==> config.mk <==
export PLATFORM = sky130hd
export DESIGN_NAME = frame_counter
export DESIGN_NICKNAME = d
export VERILOG_FILES = /design/src/frame_pkg.sv /design/src/frame_timer.sv /design/src/frame_ctl.sv /design/src/frame_events.sv /design/src/frame_counter.sv
export VERILOG_INCLUDE_DIRS = /design/src
export SDC_FILE = /design/constraint.sdc
export NUM_CORES = 1
export LEC_CHECK = 0
export BUFFER_PORTS_ARGS = -buffer_cell sky130_fd_sc_hd__clkbuf_2
export CORE_ASPECT_RATIO = 1.4
export CORE_MARGIN = 10
export CORE_UTILIZATION = 45
export CTS_BUF_LIST = sky130_fd_sc_hd__clkbuf_4 sky130_fd_sc_hd__clkbuf_8 sky130_fd_sc_hd__clkbuf_16
export DETAILED_ROUTE_END_ITERATION = 10
export PLACE_DENSITY = 0.66
export SYNTH_ARGS = -nofsm -noshare
export SYNTH_HDL_FRONTEND = slang
export SYNTH_HIERARCHICAL = 1
export SYNTH_SLANG_ARGS = --single-unit
==> constraint.sdc <==
create_clock -name clk -period 2.6 [get_ports clk]
set_clock_uncertainty 0.2 [all_clocks]
set_input_delay 0.26 -clock clk [delete_from_list [all_inputs] [get_ports clk]]
set_output_delay 0.26 -clock clk [all_outputs]
set_load 0.005 [all_outputs]
==> src/frame_params.svh <==
`ifndef FRAME_PARAMS_SVH
`define FRAME_PARAMS_SVH

// Frame counter LFSR width
`define FRAME_LFSR_W 15

// CPU clocks per APU cycle
`define FRAME_APU_DIV 2

// LFSR states for the five match terms, counted from the all-zero state.
// These are the complements of the reference PLA terms, which decode an
// XOR register that reloads to all ones
`define FRAME_STEP0 15'h6F9E
`define FRAME_STEP1 15'h49FC
`define FRAME_STEP2 15'h532C
`define FRAME_STEP3 15'h75E0
`define FRAME_STEP4 15'h0E7A

// Fields of the 4017 register
`define FRAME_MODE_BIT 7
`define FRAME_INHIBIT_BIT 6

// Bit positions in the step vector
`define FRAME_LAST4 3
`define FRAME_LAST5 4

`endif

==> src/frame_pkg.sv <==
package frame_pkg;

`include "frame_params.svh"

	// CPU data bus byte
	typedef logic [7:0] byte_t;

	// Counter state
	typedef logic [`FRAME_LFSR_W-1:0] lfsr_t;

	// One bit per decoded match term
	typedef logic [4:0] step_t;

	// Register 4017 contents as used by the sequencer
	typedef struct packed {
		logic mode;        // 1 = five-step sequence
		logic irq_inhibit; // 1 = no frame interrupt
	} frame_cfg_t;

	// Clock pulses for the channel envelopes and sweeps
	typedef struct packed {
		logic quarter;
		logic half;
	} frame_evt_t;

	// Write hold FSM in the control block
	typedef enum logic {
		CTL_IDLE,
		CTL_PEND
	} ctl_state_t;

endpackage

==> src/frame_timer.sv <==
`include "frame_params.svh"

module frame_timer (
	input  logic                  clk,
	input  logic                  rst_n,
	input  frame_pkg::frame_cfg_t cfg,
	input  logic                  restart,
	output logic                  apu_tick,
	output frame_pkg::step_t      step
);

	import frame_pkg::*;

	localparam int DIV = `FRAME_APU_DIV;
	localparam int DIV_W = (DIV > 1) ? $clog2(DIV) : 1;
	localparam int W = `FRAME_LFSR_W;

	logic [DIV_W-1:0] div_cnt;
	lfsr_t            lfsr;
	lfsr_t            lfsr_next;
	logic             fb;
	step_t            match;
	logic             seq_end;

	// APU cycle divider
	always_ff @(posedge clk) begin
		if (!rst_n) begin
			div_cnt <= '0;
		end else if (apu_tick) begin
			div_cnt <= '0;
		end else begin
			div_cnt <= div_cnt + 1'b1;
		end
	end

	assign apu_tick = (div_cnt == DIV_W'(DIV - 1));

	// Match decoder
	always_comb begin
		match = '0;
		match[0] = (lfsr == `FRAME_STEP0);
		match[1] = (lfsr == `FRAME_STEP1);
		match[2] = (lfsr == `FRAME_STEP2);
		match[`FRAME_LAST4] = (lfsr == `FRAME_STEP3) && !cfg.mode; // Four-step only
		match[`FRAME_LAST5] = (lfsr == `FRAME_STEP4) && cfg.mode;
	end

	assign seq_end = match[`FRAME_LAST4] | match[`FRAME_LAST5];

	// Shift left, feedback into bit 0
	assign fb = ~(lfsr[W-1] ^ lfsr[W-2]);
	assign lfsr_next = seq_end ? '0 : {lfsr[W-2:0], fb};

	always_ff @(posedge clk) begin
		if (!rst_n) begin
			lfsr <= '0;
		end else if (restart) begin
			lfsr <= '0; // New sequence from the 4017 write
		end else if (apu_tick) begin
			lfsr <= lfsr_next;
		end
	end

	// A restart tick replaces whatever step the old sequence had
	assign step = (apu_tick && !restart) ? match : '0;

endmodule

==> src/frame_ctl.sv <==
`include "frame_params.svh"

module frame_ctl (
	input  logic                  clk,
	input  logic                  rst_n,
	input  logic                  apu_tick,
	input  logic                  wr_4017,
	input  frame_pkg::byte_t      wdata,
	output frame_pkg::frame_cfg_t cfg,
	output logic                  restart,
	output logic                  force_evt
);

	import frame_pkg::*;

	ctl_state_t state;
	ctl_state_t state_next;
	byte_t      pend_data;
	frame_cfg_t pend_cfg;
	logic       apply;

	// Last byte written, waits for the APU cycle edge
	always_ff @(posedge clk) begin
		if (wr_4017) begin
			pend_data <= wdata;
		end
	end

	assign pend_cfg.mode = pend_data[`FRAME_MODE_BIT];
	assign pend_cfg.irq_inhibit = pend_data[`FRAME_INHIBIT_BIT];

	assign apply = (state == CTL_PEND) && apu_tick;

	always_comb begin
		state_next = state;
		if (wr_4017) begin
			state_next = CTL_PEND; // A newer write replaces the held one
		end else if (apply) begin
			state_next = CTL_IDLE;
		end
	end

	always_ff @(posedge clk) begin
		if (!rst_n) begin
			state <= CTL_IDLE;
		end else begin
			state <= state_next;
		end
	end

	always_ff @(posedge clk) begin
		if (!rst_n) begin
			cfg <= '0;
		end else if (apply) begin
			cfg <= pend_cfg;
		end
	end

	assign restart = apply;
	assign force_evt = apply && pend_cfg.mode; // Five-step clocks units at once

endmodule

==> src/frame_events.sv <==
`include "frame_params.svh"

module frame_events (
	input  logic                  clk,
	input  logic                  rst_n,
	input  frame_pkg::step_t      step,
	input  frame_pkg::frame_cfg_t cfg,
	input  logic                  force_evt,
	input  logic                  rd_4015,
	input  logic                  dmc_irq,
	output frame_pkg::frame_evt_t evt,
	output logic                  frame_irq_flag,
	output logic                  irq
);

	import frame_pkg::*;

	frame_evt_t evt_next;
	logic       last_step;
	logic       irq_set;
	logic       irq_clr;

	// Last step of the running sequence
	assign last_step = cfg.mode ? step[`FRAME_LAST5] : step[`FRAME_LAST4];

	always_comb begin
		evt_next.quarter = (|step) | force_evt;
		evt_next.half = step[1] | last_step | force_evt;
	end

	always_ff @(posedge clk) begin
		if (!rst_n) begin
			evt <= '0;
		end else begin
			evt <= evt_next;
		end
	end

	// Interrupt only at the end of a four-step sequence
	assign irq_set = step[`FRAME_LAST4] && !cfg.mode && !cfg.irq_inhibit;

	// A status read in the same cycle as a set misses it
	assign irq_clr = cfg.irq_inhibit || (rd_4015 && !irq_set);

	always_ff @(posedge clk) begin
		if (!rst_n) begin
			frame_irq_flag <= 1'b0;
		end else if (irq_clr) begin
			frame_irq_flag <= 1'b0;
		end else if (irq_set) begin
			frame_irq_flag <= 1'b1;
		end
	end

	assign irq = frame_irq_flag | dmc_irq; // Shared CPU interrupt line

endmodule

==> src/frame_counter.sv <==
module frame_counter (
	input  logic             clk,
	input  logic             rst_n,
	input  logic             wr_4017,
	input  frame_pkg::byte_t wdata,
	input  logic             rd_4015,
	input  logic             dmc_irq,
	output logic             quarter_frame,
	output logic             half_frame,
	output logic             irq,
	output logic             frame_irq_flag
);

	import frame_pkg::*;

	frame_cfg_t cfg;
	logic       restart;
	logic       force_evt;
	logic       apu_tick;
	step_t      step;
	frame_evt_t evt;

	frame_timer u_timer (
		.clk      (clk),
		.rst_n    (rst_n),
		.cfg      (cfg),
		.restart  (restart),
		.apu_tick (apu_tick),
		.step     (step)
	);

	frame_ctl u_ctl (
		.clk       (clk),
		.rst_n     (rst_n),
		.apu_tick  (apu_tick),
		.wr_4017   (wr_4017),
		.wdata     (wdata),
		.cfg       (cfg),
		.restart   (restart),
		.force_evt (force_evt)
	);

	frame_events u_events (
		.clk            (clk),
		.rst_n          (rst_n),
		.step           (step),
		.cfg            (cfg),
		.force_evt      (force_evt),
		.rd_4015        (rd_4015),
		.dmc_irq        (dmc_irq),
		.evt            (evt),
		.frame_irq_flag (frame_irq_flag),
		.irq            (irq)
	);

	assign quarter_frame = evt.quarter;
	assign half_frame = evt.half;

endmodule

==> out/metrics.yaml, run 1 <==
setup_path:
  arrival_ps: 2140
  crit_required_ps: 2610
  end_kind: "flop"
  reg2reg_depth: 6
  cp-startpoint: "u_ctl/state"
  endpoint: "u_events/evt[1]"
  rrSetupSlack_ps: 470
  reg2reg_to: "u_events/evt[1]"
  critical_path_class: "flop to flop"
  crit_fanout: 6
  reg2reg_from: "u_ctl/state"
  start_kind: "flop"
placed_design:
  gp_congestion: 0.905
  io_buffer_count: 10
  pre_cts_slack_ps: 468
  place_hpwl_um: 1580
layout:
  n_fill_cell: 207
  area_growth_pct: 15.0
  mostFrequentLayoutCell: "dfxtp_1"
  regArea_sq_um: 500
  nets: 133
  post-route-util_pct: 55.3
  antenna_cells: 0
  layout_common_cells: "dfxtp_1, a22o_1, clkbuf_2"
  drive_gt1_share_pct: 19.3
  multi_input_comb_area_sq_um: 548
yosys:
  yosys.cell_types.count: 35
  ys_ff_latch: 24
  synth_area_sq_um: 1060
  syn_area_per_cell_sq_um: 10.5
  ys_seq_area_share_pct: 47.3
  async_flop_share_pct: 0
  synth-warning-count: 6
  synth-main-ff-cell: "dfxtp_1"
  syn-num-nets: 114
  syn-instance-count: 101
  synth-edff-count: 2
sta:
  slew_viol_final: 0
  period_needed_ps: 2130
  hold_viol: 0
  min_period_over_period_pct: 82.0
  tightestPinTransition_ps: 507
  worst_slack_ps: 467
  rsz0062_at_grt: "false"
  tns_ps: 0
  max_freq_ghz: 0.469
  final-setup-viol-count: 0
  max_slew_margin_pct: 65.9
power:
  p_comb_share_pct: 7.5
  p_leak_uw: 0.000435
  power.density_nw_per_um2: 513
  power_uw: 624
  power.share.clock_pct: 30.2
  p_seq_share_pct: 62.3
  p_sw_uw: 134
  internal_power_uw: 490
  switching_share_pct: 21.4
  irDropWorstVdd_mv: 0.300
floorplanning:
  ioPinCount: 17
  rows: 20
  placeableCoreArea_sq_um: 2200
  die_y_um: 77.4
  die_w_um: 61.0
  die-area_sq_um: 4720
  initial_core_util_pct: 48.1
routing:
  initialDrtViolationCount: 34
  first_pass_iters: 4
  num_vias: 864
  drc: 0
  final_antenna_net_count: 0
  wl_per_cell_um: 16.0
  routed_wl_um: 2250
  via_per_inst: 6.13
global_route:
  overflow: 0
  grt_usage_pct: 10.5
  grt_pass1_wl_um: 3910
  antenna_found_initial: 0
  grt_pass1_vias: 855
  grt_max_degree: 14
clock_network:
  clk_pin_slew_ps: 120
  cts.sinks: 24
  cts_buffer_depth: 2
  cts-root-buf: "clkbuf_4"
  clock_latency_ps: 310
  numCtsBuffers: 3
  htree_levels: 1
  ctsResizeCount: 0
  post_cts_buffers: 0
  cts_tree: "yes"
  hold_buffers: 4
run_status:
  status: "finished clean"
worst_hold_path:
  hold_path_class: "primary input to flop"
run:
  drv_cap: 0
==> flip-flops by register name (all words and copies together) (netlist names) <==
name / count
u_events/frame_irq_flag: 1
u_ctl/state: 1
u_timer/lfsr: 15
u_timer/apu_tick: 1
u_ctl/pend_data: 2
u_events/evt: 2
u_ctl/cfg: 2
==> power by group through the flow <==
stage / clock network, uW / logic [uW] / registers (uW)
final: 188 / 46.8 / 389
after global routing: 216 / 52.3 / 390
after CTS: 200 / 47.3 / 389
after detailed placement: 0 / 42.5 / 397
after global placement: 0 / 41.9 / 396
after floorplan: 0 / 26.8 / 395
==> layer usage <==
| layer | share of wire [%] | track usage, % | wire length (um) |
|---|---|---|---|
| met5 | 0 | 0 | 0 |
| met2 | 52 | 17.4 | 1170 |
| met3 | 4.1 | 2.93 | 93 |
| met4 | 2.5 | 5.29 | 57 |
| met1 | 41 | 11.6 | 928 |
==> worst min-delay path by stage <==
stage / startpoint / endpoint / slack [ps] / cells past startpoint
CTS: rst_n / u_events/frame_irq_flag / 90 / 3
global route: rst_n / u_ctl/state / 80 / 2
global placement: wdata[7] / u_ctl/pend_data[7] / 240 / 1
finish: rst_n / u_events/frame_irq_flag / 90 / 3
detailed placement: wdata[7] / u_ctl/pend_data[7] / 240 / 1
floorplan: wdata[6] / u_ctl/pend_data[6] / 160 / 0
==> cell families after synthesis <==
kind of cell	count (synthesis)	synth area share [%]
buffers and inverters	2	0.946
muxes	2	1.89
xor gates and xnor gates	1	0.828
and+or+nand+nor	50	31.6
AOI/OAI and AO/OA	22	17.5
DFF	24	47.3
==> synth_stat cells, drive strengths merged (2+ instances only) <==
cell type / n / area share [%]
nor2b: 3 / 1.8
nand2: 6 / 2.1
nand3b: 2 / 1.4
edfxtp: 2 / 5.7
nand4bb: 3 / 3.2
a22o: 12 / 9.9
nand2b: 7 / 4.1
buf: 2 / 0.95
dfxtp: 22 / 42
nor2: 7 / 2.5
mux2i: 2 / 1.9
nand4b: 2 / 1.7
a21oi: 2 / 0.95
or4: 2 / 1.4
o21ai: 2 / 1.7
nor4: 4 / 3.0
nor4b: 2 / 1.7
nand4: 3 / 1.8
==> final cells by class <==
type,instances,share of cell area (%)
multi-input cells,75,45.0
repair buffers,16,8.63
well taps,22,2.26
clock buffers,4,2.98
flip-flops and latches,24,41.1
==> per-stage QoR <==
stage / std cells / hold slack, ps / area (sq um)
2_1_floorplan: 101 / 159 / 1060
3_3_place_gp: 133 / 239 / 1140
3_5_place_dp: 133 / 241 / 1140
4_1_cts: 141 / 85.5 / 1220
5_1_grt: 141 / 81.4 / 1220
6_report: 141 / 91.3 / 1220
==> critical path, stage by stage (launching register included) <==
cell and delay [ps]:
dfxtp_1 410, and2_4 200, nand2b_1 180, nor3_1 70, and4_1 210, or4_1 510
o31a_1 250
No activity file was read; power rests on OpenSTA's default activity.
==> run 2: changes to the inputs <==
==> constraint.sdc (replaced) <==
create_clock -name clk -period 2.1 [get_ports clk]
set_clock_uncertainty 0.2 [all_clocks]
set_input_delay 0.21 -clock clk [delete_from_list [all_inputs] [get_ports clk]]
set_output_delay 0.21 -clock clk [all_outputs]
set_load 0.005 [all_outputs]
==> out/metrics.yaml, run 2 (same netlist as run 1, synthesis figures left out) <==
clock_network:
  cts_buffer_depth: 2  # unchanged
  numCtsBuffers: 3  # unchanged
  clk_pin_slew_ps: 120  # about the same
  cts.sinks: 24  # unchanged
  htree_levels: 1  # unchanged
  cts_tree: "yes"
  post_cts_buffers: 0  # unchanged
  clock_latency_ps: 310  # about the same
  cts-root-buf: "clkbuf_4"
setup_path:
  rrSetupSlack_ps: 60  # -400 ps
  crit_fanout: 4  # -2
  reg2reg_from: "u_timer/apu_tick"
  cp_slowest_cell: "or4_1"
  reg2reg_to: "u_events/evt[1]"
  critPathMaxStageDelay_ps: 520  # about the same
  reg2reg_depth: 6  # unchanged
  arrival_ps: 2050  # -90 ps
  crit_required_ps: 2110  # -500 ps
  end_kind: "flop"
  path_cells: "and2_4 -> nand2b_2 -> nor3_1 -> and4_1 -> or4_1 -> o31a_1"
  critical_path_class: "flop to flop"
  start_kind: "flop"
global_route:
  overflow: 0  # unchanged
  use_met2_pct: 16.6  # -0.82 points
  grt_pass1_vias: 880  # +2.9%
  grt_use_met3_pct: 2.12  # -0.81 points
  grt_usage_pct: 10.1  # -0.38 points
  met1_usage_pct: 11.7  # +0.084 points
  grt_max_degree: 14  # unchanged
  grt_pass1_wl_um: 3820  # -2.5%
  grt_busiest_layer: "met2"
  antenna_found_initial: 0  # unchanged
worst_hold_path:
  min-delay-start: "rst_n"
  holdPathStages: 2  # -1
  hold_path_class: "primary input to flop"
  hold_path_end: "u_ctl/state"
layout:
  n_fill_cell: 194  # -6.3%
  finish.instance_area_sq_um: 1240  # +2.0%
  antenna_cells: 0  # unchanged
  fin_cells: 142  # +0.71%
  top_register: "u_timer/lfsr"
  drive_gt1_share_pct: 23.3  # +4.0 points
  mostFrequentLayoutCell: "dfxtp_1"
  largest_reg_flops: 15  # unchanged
  area_growth_pct: 17.3
  nets: 134  # +0.75%
  layout_common_cells: "dfxtp_1, a22o_1, clkbuf_2"
power:
  p_seq_share_pct: 62.2  # about the same
  p_leak_uw: 0.000441  # +1.4%
  switching_share_pct: 21.6  # +0.20 points
  irDropWorstVdd_mv: 0.447  # +49%
  p_comb_share_pct: 7.4  # about the same
  power.density_nw_per_um2: 624  # +22%
  power.share.clock_pct: 30.3  # about the same
  internal_power_uw: 607  # +24%
  p_sw_uw: 168  # +25%
routing:
  first_pass_iters: 4  # unchanged
  drc: 0  # unchanged
  routed_wl_um: 2180  # -3.5%
  final_antenna_net_count: 0  # unchanged
  initialDrtViolationCount: 47  # +38%
  wl_per_cell_um: 15.3  # -4.1%
  via_per_inst: 6.30  # +2.7%
  num_vias: 894  # +3.5%
placed_design:
  io_buffer_count: 10  # unchanged
  dpl_cell_area_sq_um: 1150  # +0.66%
  dp_cells: 134  # +0.75%
  gp_congestion: 0.927  # +2.4%
  place_hpwl_um: 1610  # +1.9%
floorplanning:
  ioPinCount: 17  # unchanged
  placeableCoreArea_sq_um: 2200  # unchanged
  rows: 20  # unchanged
  die_w_um: 61.0  # unchanged
  initial_core_util_pct: 48.1  # unchanged
  die_y_um: 77.4  # unchanged
  die-area_sq_um: 4720  # unchanged
sta:
  final-setup-viol-count: 0  # unchanged
  min_period_over_period_pct: 96.9  # +15 points
  hold_viol: 0  # unchanged
  max_freq_ghz: 0.491  # +4.8%
  tightestPinTransition_ps: 788  # +281 ps
  whs_ps: 40.2  # -51.1 ps
  rsz0062_at_grt: "true"
  period_needed_ps: 2040  # -97.7 ps
  max_slew_margin_pct: 47.4  # -19 points
  slew_viol_final: 0  # unchanged
  tns_ps: 0  # unchanged
run:
  drv_cap: 0  # unchanged
run_status:
  status: "finished clean"
run 2: worst max path at each step:
| stage | cells past startpoint | startpoint | endpoint |
|---|---|---|---|
| finish | 6 | u_timer/apu_tick | u_events/evt[1] |
| global route | 6 | u_timer/apu_tick | u_events/evt[1] |
| CTS | 6 | u_ctl/state | u_events/evt[1] |
| detailed placement | 6 | u_ctl/state | u_events/evt[1] |
| global placement | 6 | u_ctl/state | u_events/evt[1] |
| floorplan | 6 | u_timer/apu_tick | u_events/evt[1] |
run 2: per-layer routing:
metal / wire length [um] / part of all wire, %
met1: 951 / 44
met2: 1080 / 49
met3: 88 / 4.0
met4: 58 / 2.7
met5: 0 / 0
run 2: final cells by class:
type,count,area [sq um],share of cell area (%)
sequential,24,502,40.4
tap,22,27.5,2.22
clock buffer,4,36.3,2.92
multi-input combinational,75,563,45.4
timing repair buffer,17,113,9.07
run 2: critical path: cells and delay by family, from the launching register on:
kind | cells | cell delay, ps
AND/OR/NAND/NOR | 5 | 1090
AO/OA/AOI/OAI | 1 | 250
flip-flops | 1 | 390
run 2: power by group through the flow:
| stage | clock network [uW] | logic [uW] | registers [uW] |
|---|---|---|---|
| floorplan | 0 | 33.1 | 490 |
| global placement | 0 | 51.0 | 491 |
| detailed placement | 0 | 51.5 | 492 |
| CTS | 246 | 57.4 | 482 |
| global route | 265 | 64.5 | 484 |
| finish | 235 | 57.4 | 482 |
run 2: timing repair:
action | in CTS | in global routing
resized for setup | 1 | 3
endpoints found under the hold margin | 6 | 0
endpoints found under the setup margin | 1 | 3
hold buffers | 4 | 0
cloned | 0 | 0
pin swaps | 0 | 0
run 2: metrics by stage:
stage	setup slack, ps	power, uW	util, %
final	64.9	775	56.4
after global routing	-2.62	813	56.4
after CTS	42.6	785	55.7
after detailed placement	17.4	543	52.2
after global placement	52.9	542	52.2
after floorplan	97.8	523	-
==> run 3: changes to the inputs <==
--- a/config.mk
+++ b/config.mk
@@ -8,11 +8,11 @@
 export LEC_CHECK = 0
 export BUFFER_PORTS_ARGS = -buffer_cell sky130_fd_sc_hd__clkbuf_2
 export CORE_ASPECT_RATIO = 1.4
-export CORE_MARGIN = 10
-export CORE_UTILIZATION = 45
+export CORE_MARGIN = 2
+export CORE_UTILIZATION = 53
 export CTS_BUF_LIST = sky130_fd_sc_hd__clkbuf_4 sky130_fd_sc_hd__clkbuf_8 sky130_fd_sc_hd__clkbuf_16
 export DETAILED_ROUTE_END_ITERATION = 10
-export PLACE_DENSITY = 0.66
+export PLACE_DENSITY = 0.75
 export SYNTH_ARGS = -nofsm -noshare
 export SYNTH_HDL_FRONTEND = slang
 export SYNTH_HIERARCHICAL = 1
==> out/metrics.yaml, run 3 (same netlist as run 1, synthesis figures left out) <==
sta:
  max_freq_ghz: 0.498  # +1.3%
  rsz0062_at_grt: "false"
  hold_viol: 0  # unchanged
  min_period_over_period_pct: 95.7  # -1.2 points
  final-setup-viol-count: 0  # unchanged
  period_needed_ps: 2010  # -25.9 ps
  whs_ps: 27.9  # -12.3 ps
  slew_viol_final: 0  # unchanged
  tightestPinTransition_ps: 853  # +64.7 ps
  max_slew_margin_pct: 43.0  # -4.3 points
  tns_ps: 0  # unchanged
setup_path:
  critPathMaxStageDelay_ps: 510  # about the same
  critPathTopFamily: "simple AND/OR/NAND/NOR gates"
  arrival_ps: 2040  # about the same
  crit_required_ps: 2130  # +20 ps
  cp.depth: 6  # unchanged
  path_buf_inv: 0  # unchanged
  crit_fanout: 4  # unchanged
  critical_path_class: "flop to flop"
  start_kind: "flop"
  end_kind: "flop"
  reg2reg_depth: 6  # unchanged
  path_cells: "and2_4 -> nand2b_2 -> nor3_1 -> and4_1 -> or4_1 -> o31a_1"
  cp_slowest_cell: "or4_1"
power:
  p_leak_uw: 0.000440  # -0.21%
  power_uw: 746  # -3.7%
  power.density_nw_per_um2: 607  # -2.8%
  irDropWorstVdd_mv: 0.514  # +15%
run_status:
  status: "finished clean"
layout:
  antenna_cells: 0  # unchanged
  nets: 135  # +0.75%
  layout_common_cells: "dfxtp_1, a22o_1, clkbuf_2"
  post-route-util_pct: 63.9  # +7.5 points
  largest_reg_flops: 15  # unchanged
  drive_gt1_share_pct: 21.5  # -1.8 points
  n_fill_cell: 168  # -13%
  mostFrequentLayoutCell: "dfxtp_1"
  area_growth_pct: 16.2
  top_register: "u_timer/lfsr"
placed_design:
  gp_congestion: 0.859  # -7.3%
  place_hpwl_um: 1500  # -6.5%
  io_buffer_count: 10  # unchanged
global_route:
  use_met2_pct: 33.7  # +17 points
  grt_pass1_vias: 835  # -5.1%
  grt_pass1_wl_um: 3730  # -2.3%
  grt_max_degree: 14  # unchanged
  grt_use_met3_pct: 3.86  # +1.7 points
  grt_busiest_layer: "met2"
  antenna_found_initial: 0  # unchanged
  met1_usage_pct: 24.6  # +13 points
  grt_usage_pct: 21.2  # +11 points
  overflow: 0  # unchanged
floorplanning:
  placeableCoreArea_sq_um: 1930  # -13%
  rows: 19  # -5.0%
  die_w_um: 41.8  # -32%
  die_y_um: 56.9  # -27%
  die-area_sq_um: 2380  # -50%
  ioPinCount: 17  # unchanged
  initial_core_util_pct: 55.0  # +6.9 points
routing:
  num_vias: 874  # -2.2%
  final_antenna_net_count: 0  # unchanged
  first_pass_iters: 4  # unchanged
  initialDrtViolationCount: 19  # -60%
  drc: 0  # unchanged
  via_per_inst: 6.15  # -2.2%
  wl_per_cell_um: 15.7  # +2.3%
  routed_wl_um: 2220  # +2.3%
clock_network:
  cts_buffer_depth: 2  # unchanged
  cts.sinks: 24  # unchanged
  numCtsBuffers: 3  # unchanged
  clock_latency_ps: 320  # about the same
  cts_tree: "yes"
  cts-root-buf: "clkbuf_4"
  htree_levels: 1  # unchanged
  post_cts_buffers: 0  # unchanged
  clk_pin_slew_ps: 130  # about the same
run:
  drv_cap: 0  # unchanged
worst_hold_path:
  hold_path_class: "primary input to flop"
  holdPathStages: 3  # +1
run 3: repair_timing:
action / in CTS / in global routing
gates resized for setup: 0 / 2
hold buffers: 4 / 0
hold endpoints to repair: 6 / 0
setup endpoints to repair: 0 / 2
run 3: worst register-to-register path, cell delays in order (launching register included):
cell and delay, ps:
dfxtp_1 390, and2_4 150, nand2b_2 150, nor3_1 60, and4_1 210, or4_1 510, o31a_1 240
run 3: worst paths after layout:
path / endpoint / from / slack (ps)
hold / removal: u_events/frame_irq_flag / rst_n / 30
setup / recovery: u_events/evt[1] / u_timer/apu_tick / 90
setup reg to reg: u_events/evt[1] / u_timer/apu_tick / 90
hold reg to reg: u_ctl/cfg[0] / u_ctl/cfg[0] / 260
run 3: final cells by class:
type                       instances  area [sq um]  share of cell area (%)
sequential                        24           500                    40.7
multi-input combinational         75           557                    45.3
clock buffer                       3          22.5                    1.83
tap                               21          26.3                    2.14
clock inverter                     1          3.75                   0.305
timing repair buffer              18           120                    9.77
run 3: metal layers:
metal  vias to the layer above  wire [um]
met3                         8         57
met5                         -          0
met4                         0        106
met2                        18       1100
li1                        433          -
met1                       415        957
run 3: power breakdown:
group          total [uW]  internal, uW  switching (uW)
Combinational        61.3          30.0            31.3
Clock                 204          69.6             134
Sequential            481           472            8.87
Total                 746           572             174
run 3: metrics by stage:
step,worst slack [ps],cell area (sq um),cells
2_1_floorplan,97.8,1060,101
4_1_cts,89.4,1220,142
3_3_place_gp,113,1150,134
3_5_place_dp,117,1150,134
6_report,90.8,1230,142
5_1_grt,17.0,1230,142
